`src/source/vector_pkg.sv`:
```
// vector core package: widths, instruction fields, codes, records, byte select and merge
`default_nettype none

package vector_pkg;

	localparam int data_width     = 64;
	localparam int byte_count     = data_width / 8;
	localparam int reg_count      = 32;
	localparam int reg_addr_width = 5;
	localparam int shamt_width    = 5;

	// instruction fields, bit 0 is the msb
	localparam int opcode_pos   = 0;
	localparam int opcode_width = 6;
	localparam int rd_pos       = 6;
	localparam int ra_pos       = 11;
	localparam int rb_pos       = 16; // also the immediate shift amount
	localparam int ppp_pos      = 21;
	localparam int ww_pos       = 24;
	localparam int fn_pos       = 26;
	localparam int fn_width     = 6;

	localparam logic [opcode_width-1:0] opcode_alu = 6'b101010;

	// function field plus one, 8 and 9 were the multiplies
	typedef enum logic [4:0] {
		op_nop  = 5'd0,
		op_and  = 5'd1,
		op_or   = 5'd2,
		op_xor  = 5'd3,
		op_not  = 5'd4,
		op_mov  = 5'd5,
		op_add  = 5'd6,
		op_sub  = 5'd7,
		op_rtth = 5'd10,
		op_sll  = 5'd11,
		op_slli = 5'd12,
		op_srl  = 5'd13,
		op_srli = 5'd14,
		op_sra  = 5'd15,
		op_srai = 5'd16
	} alu_op_e;

	typedef enum logic [1:0] {ww_byte, ww_half, ww_word, ww_double} ww_e;

	// codes 5 to 7 write no bytes
	typedef enum logic [2:0] {ppp_all, ppp_upper, ppp_lower, ppp_even, ppp_odd} ppp_e;

	typedef logic [0:data_width-1] vec_t; // byte 0 is the most significant
	typedef logic [reg_addr_width-1:0] reg_idx_t;

	typedef struct packed {
		alu_op_e                op;
		ww_e                    ww;
		ppp_e                   ppp;
		logic [shamt_width-1:0] shamt;
		reg_idx_t               ra;
		reg_idx_t               rb;
		reg_idx_t               rd;
		logic                   wr;
		vec_t                   a;
		vec_t                   b;
	} exec_rec_t;

	typedef struct packed {
		logic     wr;
		reg_idx_t rd;
		ppp_e     ppp;
		vec_t     data;
	} wb_rec_t;

	function automatic logic [0:byte_count-1] byte_enables(input ppp_e ppp);
		case (ppp)
			ppp_all:   return 8'b1111_1111;
			ppp_upper: return 8'b1111_0000;
			ppp_lower: return 8'b0000_1111;
			ppp_even:  return 8'b1010_1010;
			ppp_odd:   return 8'b0101_0101;
			default:   return '0;
		endcase
	endfunction

	function automatic vec_t ppp_merge(input vec_t new_word, input vec_t old_word,
		input ppp_e ppp);
		logic [0:byte_count-1] en;
		vec_t merged;
		en = byte_enables(ppp);
		for (int i = 0; i < byte_count; i++)
		begin
			merged[8*i +: 8] = en[i] ? new_word[8*i +: 8] : old_word[8*i +: 8];
		end
		return merged;
	endfunction

endpackage

`default_nettype wire

```
`src/source/vector_decode.sv`:
```
// decode stage: instruction register, field decode, write-back forwarding, execute record
`timescale 1ns/1ps
`default_nettype none

module vector_decode import vector_pkg::*; (
	input  logic        clk,
	input  logic        reset,
	input  logic [0:31] instruction,
	input  vec_t        rdata_a,
	input  vec_t        rdata_b,
	input  wb_rec_t     wb,
	output reg_idx_t    ra,
	output reg_idx_t    rb,
	output exec_rec_t   exec
);

	logic [0:31] ir;
	logic [opcode_width-1:0] opcode;
	logic [fn_width-1:0] funct;
	logic [fn_width:0] op_sum;
	logic is_alu;
	logic imm_shift;
	alu_op_e op;
	reg_idx_t rd;
	vec_t a_val;
	vec_t b_val;
	exec_rec_t next_rec;

	always_ff @(posedge clk)
	begin
		if (reset)
			ir <= '0;
		else
			ir <= instruction;
	end

	assign opcode = ir[opcode_pos +: opcode_width];
	assign funct  = ir[fn_pos +: fn_width];
	assign is_alu = (opcode == opcode_alu);
	assign op_sum = funct + 1'b1;

	// function codes past srai decode as nop
	assign op = (is_alu && op_sum <= (fn_width+1)'(op_srai)) ? alu_op_e'(op_sum[4:0]) : op_nop;

	assign imm_shift = (op == op_slli) || (op == op_srli) || (op == op_srai);

	// non-alu words read and write nothing
	assign ra = is_alu ? ir[ra_pos +: reg_addr_width] : '0;
	assign rb = (is_alu && !imm_shift) ? ir[rb_pos +: reg_addr_width] : '0;
	assign rd = is_alu ? ir[rd_pos +: reg_addr_width] : '0;

	// result still in write-back, not yet in the register file
	assign a_val = (wb.wr && wb.rd == ra) ? ppp_merge(wb.data, rdata_a, wb.ppp) : rdata_a;
	assign b_val = (wb.wr && wb.rd == rb) ? ppp_merge(wb.data, rdata_b, wb.ppp) : rdata_b;

	always_comb
	begin
		next_rec.op    = op;
		next_rec.ww    = ww_e'(ir[ww_pos +: 2]);
		next_rec.ppp   = ppp_e'(ir[ppp_pos +: 3]);
		next_rec.shamt = ir[rb_pos +: shamt_width];
		next_rec.ra    = ra;
		next_rec.rb    = rb;
		next_rec.rd    = rd;
		next_rec.wr    = is_alu && (rd != '0); // rd 0 never written
		next_rec.a     = a_val;
		next_rec.b     = b_val;
	end

	always_ff @(posedge clk)
	begin
		if (reset)
			exec <= '0;
		else
			exec <= next_rec;
	end

endmodule

`default_nettype wire

```
`config.mk`:
```
export PLATFORM = sky130hd
export DESIGN_NAME = vector_decode
export DESIGN_NICKNAME = d
export VERILOG_FILES = /design/src/source/vector_pkg.sv /design/src/source/vector_decode.sv
export SDC_FILE = /design/constraint.sdc
export NUM_CORES = 1
export LEC_CHECK = 0
export BUFFER_PORTS_ARGS = -buffer_cell sky130_fd_sc_hd__buf_2
export CAP_MARGIN = 0
export CORE_ASPECT_RATIO = 0.7
export CORE_MARGIN = 10
export CORE_UTILIZATION = 45
export CTS_CLUSTER_DIAMETER = 100
export DETAILED_ROUTE_END_ITERATION = 8
export PLACE_DENSITY = 0.77
export SYNTH_ARGS = -nofsm -noshare
export SYNTH_HDL_FRONTEND = slang
export SYNTH_SLANG_ARGS = --single-unit
```
`constraint.sdc`:
```
create_clock -name clk -period 2.85 [get_ports clk]
set_input_delay 0.57 -clock clk [delete_from_list [all_inputs] [get_ports clk]]
set_output_delay 0.57 -clock clk [all_outputs]
set_load 0.01 [all_outputs]
```
==> impl_results.md, run 1 <==
* Crit path time final at 2863 ps
* Setup crit start kind: flop
* Drt pass-1 iters at 4
* Vias per cell at 4.688
* Finish-stage setup viols at 2
* # rows at 39
* Endpoint type of the worst setup path: output pin
* Post-synthesis cell area at 0.007597 mm²
* Crit Path Max Fanout at 4
* Synth cell types at 51
* Design Area, Final at approximately 0.011 mm²
* R2r endpoint: exec[26]
* Global-route wire length before repair at ~38 mm
* CTS tree: built
* Arr. time, crit path at 2290 ps
* Hpwl dp at 20.80 mm
* # IOs at 404
* Slew margin rel. at 0.6220
* Dpl cell area at between 0.009 and 0.01 mm²
* Htree depth at 4
* Max-cap violations at 0
* # hold bufs at CTS at 0
* Number of fill cells at 1383
* Area Growth Syn to Fin at 38.87%
* Routed Antenna Nets at 0
* CTS root buf: clkbuf_16
* Initial antenna violation count at 10
* Post-synth top area share at 0.5033
* Reg-to-Reg Start: ir[30]
* DIE WIDTH at 175.3 µm
* Final Skew at 19.30 ps
* Register area share after synthesis at 0.5033
* DR iter-0 viols at 428
* Die height at 128.7 µm
* Tot Pwr at 0.005975 W
* Largest net degree at the start of global routing at approximately 120
* Fmax at 349.3 MHz
* Cell taking the most area after synthesis: dfxtp_1
* Post-synth EDFFs at 0
* Full die area at ~0.023 mm²
* Max VDD drop at about 0.00038 V
* Yosys Warn Count at 0
* Nets at roughly 1400
* Final hold viol count at 0
* Top cells by count, synth: 191 x dfxtp_1, 129 x nand2b_1, 128 x mux2i_1
* Clock Tree Buf Depth at 2
* Fin Hold WS at 336.1 ps
* Final GP Congestion at approximately 0.87
* Ys async rst share at 0
* Post-Syn Nets at 969
* Main flop type after synthesis: dfxtp_1
* Worst hold path startpoint: instruction[8]
* Slew Viols, Final at 0
* Total Routing Usage GR at 0.2171
* Worst Tran Pin Value at 565.0 ps
* Initial Utilization at 0.4620
* Top cells by area, synth: dfxtp_1 50%, mux2i_1 17%, nand2b_1 11%, nor2_1 4.1%, nor2b_1 3.1%
* Pre-CTS setup slack at between 90 and 100 ps
* Status: finished with violations
* Drt wl/cell at 18.85 µm
* Clk slew on worst S/H paths at 80 ps
* Tcrit/Tclk final at 1.005
* R2R setup slack at 190 ps
* RSZ-0062 raised after global routing: true
* Drt drc at 0
* Final WS setup at -13.19 ps
* Hold Crit Class: in2reg
* Number of global-route vias before repair at 6687
* R2R cell count at 11
* Top-count cell post-synth: dfxtp_1
* Hold EP: ir[8]
* Leak pwr at 5.359 nW
* Core box area at around 0.016 mm²
* CTS Sinks at 191
* Skew-Pair Late Insertion Delay at ~430 ps
* Worst EP required at between 2000 and 2500 ps
* Failing checks: negative setup slack
* PD cells at 566.4 mW/mm²
* Post-Syn Instances at between 700 and 800
* Routed WL at around 26 mm
* Layout cell share with drive strength beyond 1 at 0.4271
* Kind of critical path: reg2out
* Hold path depth at 2
* Port bufs at 403
* Inserted Clock Buffers at 17
* Via count at roughly 6500
* #FFs+latches synth at 191
* Congestion Overflow GR at 0
* Syn_area_per_cell at 10.38 µm²
==> area by class of cell <==
class	count	area, µm²	area share
inverters	9	33.78	0.003202
well taps	225	281.5	0.02668
repair buffers	432	2291	0.2171
clock buffers	17	425.4	0.04032
flip-flops and latches	191	3834	0.3634
clock inverters	15	197.7	0.01874
multi-input cells	481	3467	0.3286
diodes	8	20.02	0.001898
==> layer usage <==
| metal | part of all wire | global-route usage | wire length [µm] | vias to the layer above |
|---|---|---|---|---|
| met5 | 0.00042 | 0 | 11 | - |
| met4 | 0.017 | 0.07008 | 448 | 2 |
| met3 | 0.10 | 0.1075 | 2671 | 29 |
| met2 | 0.51 | 0.3824 | 13170 | 248 |
| met1 | 0.37 | 0.2242 | 9673 | 2968 |
| li1 | - | - | - | 3213 |
==> worst max-delay path, stage by stage (launching register included) <==
cell,delay [ps]
dfxtp_4,370
ha_4,240
or4b_4,480
a21oi_2,140
o21ai_2,70
a22o_4,260
and3_1,160
buf_2,130
==> through the flow <==
step | cells | utilization | TNS [ps]
CTS | 1366 | 0.6382 | -92.34
global placement | 1328 | 0.5943 | 0
global route | 1376 | 0.6413 | -426.7
floorplan | 732 | - | 0
finish | 1378 | 0.6416 | -19.89
detailed placement | 1328 | 0.5943 | 0
==> worst max-delay path by stage <==
stage                start    end  slack [ps]
detailed placement  ir[30]  rb[2]         100
global route        ir[30]  rb[3]         -90
finish              ir[30]  rb[3]         -10
floorplan           ir[31]  rb[0]         170
global placement    ir[30]  rb[4]         150
CTS                 ir[30]  rb[3]         -30
==> logic make-up after synthesis <==
group,after synthesis,synth area share
XOR/XNOR,9,0.01037
flip-flops,191,0.5033
adder cells (fa/ha/maj),2,0.003293
buffers and inverters,60,0.04677
AND/OR/NAND/NOR,308,0.2286
AO/OA/AOI/OAI,34,0.03903
multiplexers,128,0.1686
==> state kept, by name, indices dropped and copies added (netlist names) <==
name	flops
exec	159
ir	32
==> cell usage in the layout, fill, tap and decap left out, types with 5 or more instances in the layout <==
| cell | instances |
|---|---|
| nor3_1 | 8 |
| buf_4 | 25 |
| and3_1 | 6 |
| nand2b_1 | 129 |
| diode_2 | 8 |
| inv_6 | 5 |
| dfxtp_1 | 187 |
| buf_2 | 402 |
| nor2_1 | 82 |
| and2_1 | 15 |
| clkbuf_16 | 17 |
| nor2b_1 | 38 |
| a21oi_1 | 7 |
| mux2i_1 | 128 |
| xnor2_1 | 5 |
| inv_1 | 9 |
==> repair_timing <==
item | 4_1_cts | 5_1_grt
setup buffers | 6 | 4
endpoints found under the setup margin | 5 | 5
pin swaps | 6 | 0
gates resized for setup | 13 | 2
endpoints found under the hold margin | 0 | 0
==> power breakdown <==
group / leakage [nW] / internal [W] / switching (W)
clock: 0.300 / 0.00134 / 0.00114
combinational: 3.47 / 0.000329 / 0.000331
sequential: 1.59 / 0.00279 / 0.0000453
No activity file was read; power rests on OpenSTA's default activity.
==> run 2: changes to the inputs <==
--- a/config.mk
+++ b/config.mk
@@ -5,14 +5,15 @@
 export SDC_FILE = /design/constraint.sdc
 export NUM_CORES = 1
 export LEC_CHECK = 0
+export ABC_AREA = 1
 export BUFFER_PORTS_ARGS = -buffer_cell sky130_fd_sc_hd__buf_2
 export CAP_MARGIN = 0
 export CORE_ASPECT_RATIO = 0.7
 export CORE_MARGIN = 10
-export CORE_UTILIZATION = 45
+export CORE_UTILIZATION = 46
 export CTS_CLUSTER_DIAMETER = 100
 export DETAILED_ROUTE_END_ITERATION = 8
-export PLACE_DENSITY = 0.77
+export PLACE_DENSITY = 0.78
 export SYNTH_ARGS = -nofsm -noshare
 export SYNTH_HDL_FRONTEND = slang
 export SYNTH_SLANG_ARGS = --single-unit
==> run 2 against run 1 <==
Critical path type unchanged. The flow now finishes without violations. Critical path depth increased by 2. Global-route usage increased by 3.6 points. Non-clock buffer count decreased by 2. Clock skew decreased by 5.3 ps. Highest routed layer unchanged. Area after synthesis increased by 3.1%.
==> impl_results.md, run 2 <==
* Synth cell types at 34 (was 51)
* Drt wl/cell at 18.62 µm (was 18.85 µm)
* Vias per cell at 5.095 (was 4.688)
* Routed WL at 31.00 mm (was 25.98 mm)
* Max-cap violations at 0 (unchanged)
* Inserted Clock Buffers at 17 (unchanged)
* Number of fill cells at 1456 (was 1383)
* Nets at 1660 (was 1369)
* Final cell count without fillers at 1665 (was 1378)
* Congestion Overflow GR at 0 (unchanged)
* DR iter-0 viols at 902 (was 428)
* Post-Syn Nets at 1288 (was 969)
* Skew-Pair Late Insertion Delay at 420 ps (was 430 ps)
* DIE WIDTH at 176.0 µm (was 175.3 µm)
* Htree depth at 4 (unchanged)
* # rows at 39 (unchanged)
* Commonest non-fill, non-tap cells in the layout: 402 x buf_2, 310 x nand2_1, 188 x dfxtp_1 (was 402 x buf_2, 187 x dfxtp_1, 129 x nand2b_1)
* Cells after DPL at 1624 (was 1328)
* Clk slew on worst S/H paths at 70 ps (was 80 ps)
* Most common cell after layout, fill and taps aside: buf_2 (unchanged)
* CTS Sinks at 191 (unchanged)
* Switch Pwr at 0.001613 W (was 0.001513 W)
* Global-route wire length before repair at 45.46 mm (was 38.04 mm)
* Post-synth EDFFs at 0 (unchanged)
* Top-count cell post-synth: nand2_1 (was dfxtp_1)
* Int Pwr at 0.004322 W (was 0.004463 W)
* Initial antenna violation count at 3 (was 10)
* Arr. time, crit path at 2160 ps (was 2290 ps)
* Final GP Congestion at 0.8971 (was 0.8731)
* Top cells by count, synth: 312 x nand2_1, 191 x dfxtp_1, 138 x nand3_1 (was 191 x dfxtp_1, 129 x nand2b_1, 128 x mux2i_1)
* Number of flip-flops in the largest register at 159 (unchanged)
* Reg power frac at 0.479 (was 0.475)
* Post-synthesis cell area at 0.007831 mm² (was 0.007597 mm²)
* Kind of critical path: reg2out (unchanged)
* Yosys Warn Count at 0 (unchanged)
* Hpwl dp at 23.54 mm (was 20.80 mm)
* Setup crit start kind: flop (unchanged)
* PD cells at 557.2 mW/mm² (was 566.4 mW/mm²)
* CTS tree: built (unchanged)
* Fmax at 366.4 MHz (was 349.3 MHz)
* Finish-stage setup viols at 0 (was 2)
* Area Growth Syn to Fin at 36.01% (was 38.87%)
* Biggest registers after layout: exec (159), ir (32) (unchanged)
* Core box area at 0.01649 mm² (was 0.01644 mm²)
* Largest net degree at the start of global routing at 83 (was 123)
* Ys async rst share at 0 (unchanged)
* Switching share of total power at 0.2718 (was 0.2532)
* Tcrit/Tclk final at 0.9575 (was 1.005)
* Crit path time final at 2729 ps (was 2863 ps)
* Slew Viols, Final at 0 (unchanged)
* Die height at 129.2 µm (was 128.7 µm)
* Slew margin rel. at 0.5418 (was 0.6220)
* Register area share after synthesis at 0.4883 (was 0.5033)
* Initial Utilization at 0.4748 (was 0.4620)
* Worst EP required at 2280 ps (about the same)
* Cell taking the most area after synthesis: dfxtp_1 (unchanged)
* Post-synth top area share at 0.4883 (was 0.5033)
* Max VDD drop at 0.0003855 V (was 0.0003780 V)
* Main flop type after synthesis: dfxtp_1 (unchanged)
* Gate power share at 0.136 (was 0.110)
* # IOs at 404 (unchanged)
* Hold Crit Class: in2reg (unchanged)
* Number of global-route vias before repair at 8015 (was 6687)
* Via count at 8483 (was 6460)
* Status: complete, no violations (was finished with violations)
* Biggest register: exec (unchanged)
* Post-Syn Instances at 1051 (was 732)
* Final Skew at 14.05 ps (was 19.30 ps)
* Port bufs at 403 (unchanged)
* Routed Antenna Nets at 0 (unchanged)
* Clock Tree Buf Depth at 2 (unchanged)
* Fin Setup TNS at 0 ps (was -19.89 ps)
* Layout cell share with drive strength beyond 1 at 0.3524 (was 0.4271)
* Util after Layout at 0.6458 (was 0.6416)
* Top cells by area, synth: dfxtp_1 49%, nand2_1 15%, nand3_1 8.8%, a21oi_1 8.3%, inv_1 3.6% (was dfxtp_1 50%, mux2i_1 17%, nand2b_1 11%, nor2_1 4.1%, nor2b_1 3.1%)
* Endpoint type of the worst setup path: output pin (unchanged)
* Drt pass-1 iters at 6 (was 4)
* #FFs+latches synth at 191 (unchanged)
* Drt drc at 0 (unchanged)
* RSZ-0062 raised after global routing: false (was true)
* CTS root buf: clkbuf_16 (unchanged)
* Crit Path Max Fanout at 6 (was 4)
* Leak pwr at 5.729 nW (was 5.359 nW)
* Full die area at 0.02273 mm² (was 0.02256 mm²)
* Clock power frac at 0.386 (was 0.415)
* # hold bufs at CTS at 0 (unchanged)
* Final hold viol count at 0 (unchanged)
* Total Routing Usage GR at 0.2529 (was 0.2171)
* Worst Tran Pin Value at 686.6 ps (was 565.0 ps)
* Tot Pwr at 0.005935 W (was 0.005975 W)
* Syn_area_per_cell at 7.451 µm² (was 10.38 µm²)
run 2: cell count changes in the layout (fill, tap and decap cells not counted), sizes merged, moves of 38 or more:
cell and change:
mux2i -128, nand3 +137, nand2 +307, nor2b -38, a21oi +118, nand2b -129, inv +66
run 2: worst max-delay path: stages (launching register included):
cell,delay [ps]
dfxtp_4,400
nand3_2,120
o21bai_2,240
nand2_2,130
nor2_4,150
nand3b_1,190
nand2_4,170
nand3_2,100
inv_1,90
buf_2,130
run 2: cells by family (layout without fill, tap and decap cells):
group | count (synthesis) | in the layout | share of synthesized area
and+or+nand+nor | 549 | 550 | 0.3013
DFF | 191 | 191 | 0.4883
buffers and inverters | 154 | 538 | 0.09171
AOI/OAI and AO/OA | 135 | 135 | 0.08803
muxes | 16 | 16 | 0.02301
xor gates and xnor gates | 4 | 4 | 0.004474
adders and majority gates | 2 | 2 | 0.003195
other | 0 | 4 | 0
run 2: metrics by stage:
stage / hold slack (ps) / cell area, µm² / setup slack, ps
finish: 343.3 / 10650 / 121.1
global route: 330.0 / 10640 / 14.58
CTS: 332.2 / 10550 / 37.31
detailed placement: 393.4 / 9971 / 125.4
global placement: 388.4 / 9971 / 250.8
floorplan: 388.3 / 7831 / 635.4
run 2: area by class of cell:
type | count | area [µm²] | area share
Timing Repair Buffer | 430 | 2301 | 0.2160
Clock buffer | 20 | 456.7 | 0.04288
Sequential cell | 191 | 3832 | 0.3598
Antenna cell | 4 | 10.01 | 0.0009397
Multi-Input combinational cell | 707 | 3382 | 0.3175
Clock inverter | 12 | 102.6 | 0.009632
Inverter | 76 | 285.3 | 0.02678
Tap cell | 225 | 281.5 | 0.02643
run 2: power groups by stage:
stage | logic (W) | registers [W] | clock network [W]
floorplan | 0.000328 | 0.00295 | 0
global placement | 0.000784 | 0.00290 | 0
detailed placement | 0.000796 | 0.00290 | 0
CTS | 0.000801 | 0.00284 | 0.00232
global route | 0.000887 | 0.00285 | 0.00242
finish | 0.000805 | 0.00284 | 0.00229
run 2: final timing paths:
path                        start   endpoint  slack (ps)  cells after the start
hold / removal    instruction[30]     ir[30]         340                      3
setup reg to reg           ir[31]   exec[24]         220                     14
hold reg to reg            ir[25]  exec[152]         400                      2
setup / recovery           ir[31]      rb[2]         120                      9
run 2: layer usage:
| layer | global-route usage | part of all wire | vias to the layer above |
|---|---|---|---|
| li1 | - | - | 4101 |
| met1 | 0.3038 | 0.39 | 3892 |
| met2 | 0.4275 | 0.49 | 452 |
| met3 | 0.08358 | 0.10 | 36 |
| met4 | 0.07107 | 0.018 | 2 |
| met5 | 0 | 0.00042 | - |
run 2: what timing repair did:
action,in CTS,in global routing
setup endpoints to repair,4,33
resized for setup,4,13
cloned,0,1
pin swaps,0,4
setup buffers,0,4
==> run 3: changes to the inputs <==
==> constraint.sdc (replaced) <==
create_clock -name clk -period 2.85 [get_ports clk]
set_input_delay 0.4275 -clock clk [delete_from_list [all_inputs] [get_ports clk]]
set_output_delay 0.4275 -clock clk [all_outputs]
set_load 0.01 [all_outputs]
==> run 3 against run 2 <==
Clock skew down 2.5 ps. Combinational power is 0.6% lower. Non-clock buffer count is 4 lower. Flip-flop and latch count stayed put. Maximum frequency shrank 0.51%. Cell count shrank 0.18%.
==> impl_results.md, run 3 (same netlist as run 2, synthesis figures left out) <==
* Final GP Congestion at 0.9385 (was 0.8971)
* Post-CTS setup buffer count at 0 (unchanged)
* Status: complete, no violations (unchanged)
* Total Routing Usage GR at 0.2561 (was 0.2529)
* Port bufs at 403 (unchanged)
* Routed Antenna Nets at 0 (unchanged)
* Layout cell share with drive strength beyond 1 at 0.3438 (was 0.3524)
* Vias per cell at 5.105 (was 5.095)
* # IOs at 404 (unchanged)
* Met2 wire len at 15.13 mm (was 15.07 mm)
* CTS Sinks at 191 (unchanged)
* Initial Utilization at 0.4748 (unchanged)
* Post_cts resized at 0 (was 4)
* Kind of critical path: reg2out (unchanged)
* Congestion Overflow GR at 0 (unchanged)
* Number of flip-flops in the largest register at 159 (unchanged)
* Hold path depth at 3 (unchanged)
* Final Skew at 11.60 ps (was 14.05 ps)
* CTS tree: built (unchanged)
* DIE WIDTH at 176.0 µm (unchanged)
* PD cells at 563.7 mW/mm² (was 557.2 mW/mm²)
* R2R setup slack at 220 ps (about the same)
* Final WS setup at 107.2 ps (was 121.1 ps)
* Worst Tran Pin Value at 699.0 ps (was 686.6 ps)
* Drt pass-1 iters at 5 (was 6)
* Hpwl dp at 23.73 mm (was 23.54 mm)
* Skew-Pair Late Insertion Delay at 420 ps (about the same)
* Setup crit start kind: flop (unchanged)
* Dpl cell area at 0.009946 mm² (was 0.009971 mm²)
* # rows at 39 (unchanged)
* Cells after DPL at 1624 (unchanged)
* Worst EP required at 2420 ps (was 2280 ps)
* Drt drc at 0 (unchanged)
* Slew margin rel. at 0.5340 (was 0.5418)
* CTS root buf: clkbuf_16 (unchanged)
* Endpoint type of the worst setup path: output pin (unchanged)
* Nets at 1655 (was 1660)
* # hold bufs at CTS at 0 (unchanged)
* Hold EP: ir[25] (was ir[30])
* Global-route wire length before repair at 45.90 mm (was 45.46 mm)
* Leak pwr at 5.719 nW (was 5.729 nW)
* Metal1 wirelength at 12.16 mm (about the same)
* Final cell count without fillers at 1662 (was 1665)
* Full die area at 0.02273 mm² (unchanged)
* Tot Pwr at 0.005946 W (was 0.005935 W)
* R2r endpoint: exec[15] (was exec[24])
* Inserted Clock Buffers at 17 (unchanged)
* Top Metal Used: met5 (unchanged)
* Most common cell after layout, fill and taps aside: buf_2 (unchanged)
* Core box area at 0.01649 mm² (unchanged)
* Routed WL at 31.02 mm (was 31.00 mm)
* Clk slew on worst S/H paths at 70 ps (about the same)
* Biggest register: exec (unchanged)
* Pre-CTS setup slack at 130.1 ps (was 125.4 ps)
* RSZ-0062 raised after global routing: true (was false)
* Crit path time final at 2743 ps (was 2729 ps)
* Crit Path Max Fanout at 14 (was 6)
* Hold Crit Class: in2reg (unchanged)
* Via count at 8484 (was 8483)
* Clock Tree Buf Depth at 2 (unchanged)
* Htree depth at 4 (unchanged)
* Finish-stage setup viols at 0 (unchanged)
* Drt wl/cell at 18.67 µm (was 18.62 µm)
* Reg-to-Reg Start: ir[29] (was ir[31])
* Commonest non-fill, non-tap cells in the layout: 402 x buf_2, 312 x nand2_1, 190 x dfxtp_1 (was 402 x buf_2, 310 x nand2_1, 188 x dfxtp_1)
* Arr. time, crit path at 2320 ps (was 2160 ps)
* R2R cell count at 15 (was 14)
* Initial antenna violation count at 5 (was 3)
* Met3 WL post-DR at 2.943 mm (was 3.182 mm)
* Area Growth Syn to Fin at 34.70% (was 36.01%)
* Fmax at 364.6 MHz (was 366.4 MHz)
* Design Area, Final at 0.01055 mm² (was 0.01065 mm²)
* Final hold viol count at 0 (unchanged)
* Worst hold path startpoint: instruction[25] (was instruction[30])
* Biggest registers after layout: exec (159), ir (32) (unchanged)
* DR iter-0 viols at 697 (was 902)
* Die height at 129.2 µm (unchanged)
* Number of global-route vias before repair at 8111 (was 8015)
* Max VDD drop at 0.0003485 V (was 0.0003855 V)
* Max-cap violations at 0 (unchanged)
* Tcrit/Tclk final at 0.9624 (was 0.9575)
* Largest net degree at the start of global routing at 90 (was 83)
* Slew Viols, Final at 0 (unchanged)
==> run 3: power breakdown <==
part / switching, W / internal, W
clock network: 0.00113 / 0.00118
logic: 0.000468 / 0.000331
registers: 0.0000439 / 0.00280
==> run 3: cell type report <==
cell class,instances,area (µm²)
well taps,225,281.5
inverters,76,285.3
flip-flops and latches,191,3825
diodes,6,15.01
clock inverters,13,121.4
fillers,1481,5944
clock buffers,19,442.9
repair buffers,426,2253
multi-input cells,706,3324
==> run 3: worst max path at each step <==
stage               startpoint  endpoint  cells after the start
floorplan               ir[31]  exec[10]                     16
global placement        ir[31]  exec[49]                     15
detailed placement      ir[31]  exec[51]                     15
CTS                     ir[31]     rb[2]                      9
global route            ir[30]     rb[2]                     11
finish                  ir[29]     rb[2]                      9
==> run 3: per-layer routing <==
layer | up-vias | track usage
met2 | 456 | 0.4307
met4 | 2 | 0.1059
met1 | 3884 | 0.3062
li1 | 4096 | -
met3 | 46 | 0.06994
met5 | - | 0
==> run 3: metrics by stage <==
| step | hold slack [ps] | setup TNS [ps] | utilization |
|---|---|---|---|
| after floorplan | 388.3 | 0 | - |
| after global placement | 388.2 | 0 | 0.6030 |
| after detailed placement | 394.0 | 0 | 0.6030 |
| after CTS | 182.9 | 0 | 0.6372 |
| after global routing | 191.2 | -47.95 | 0.6391 |
| final | 202.5 | 0 | 0.6396 |
==> run 3: critical path, cell delays in order (launching register included) <==
cell      delay (ps)
dfxtp_1          440
nand3_1          200
o21bai_2         240
nand2_2          140
nor2_4           130
nand3b_1         140
nand2_4          180
nand3_1          150
inv_1            120
buf_2            140
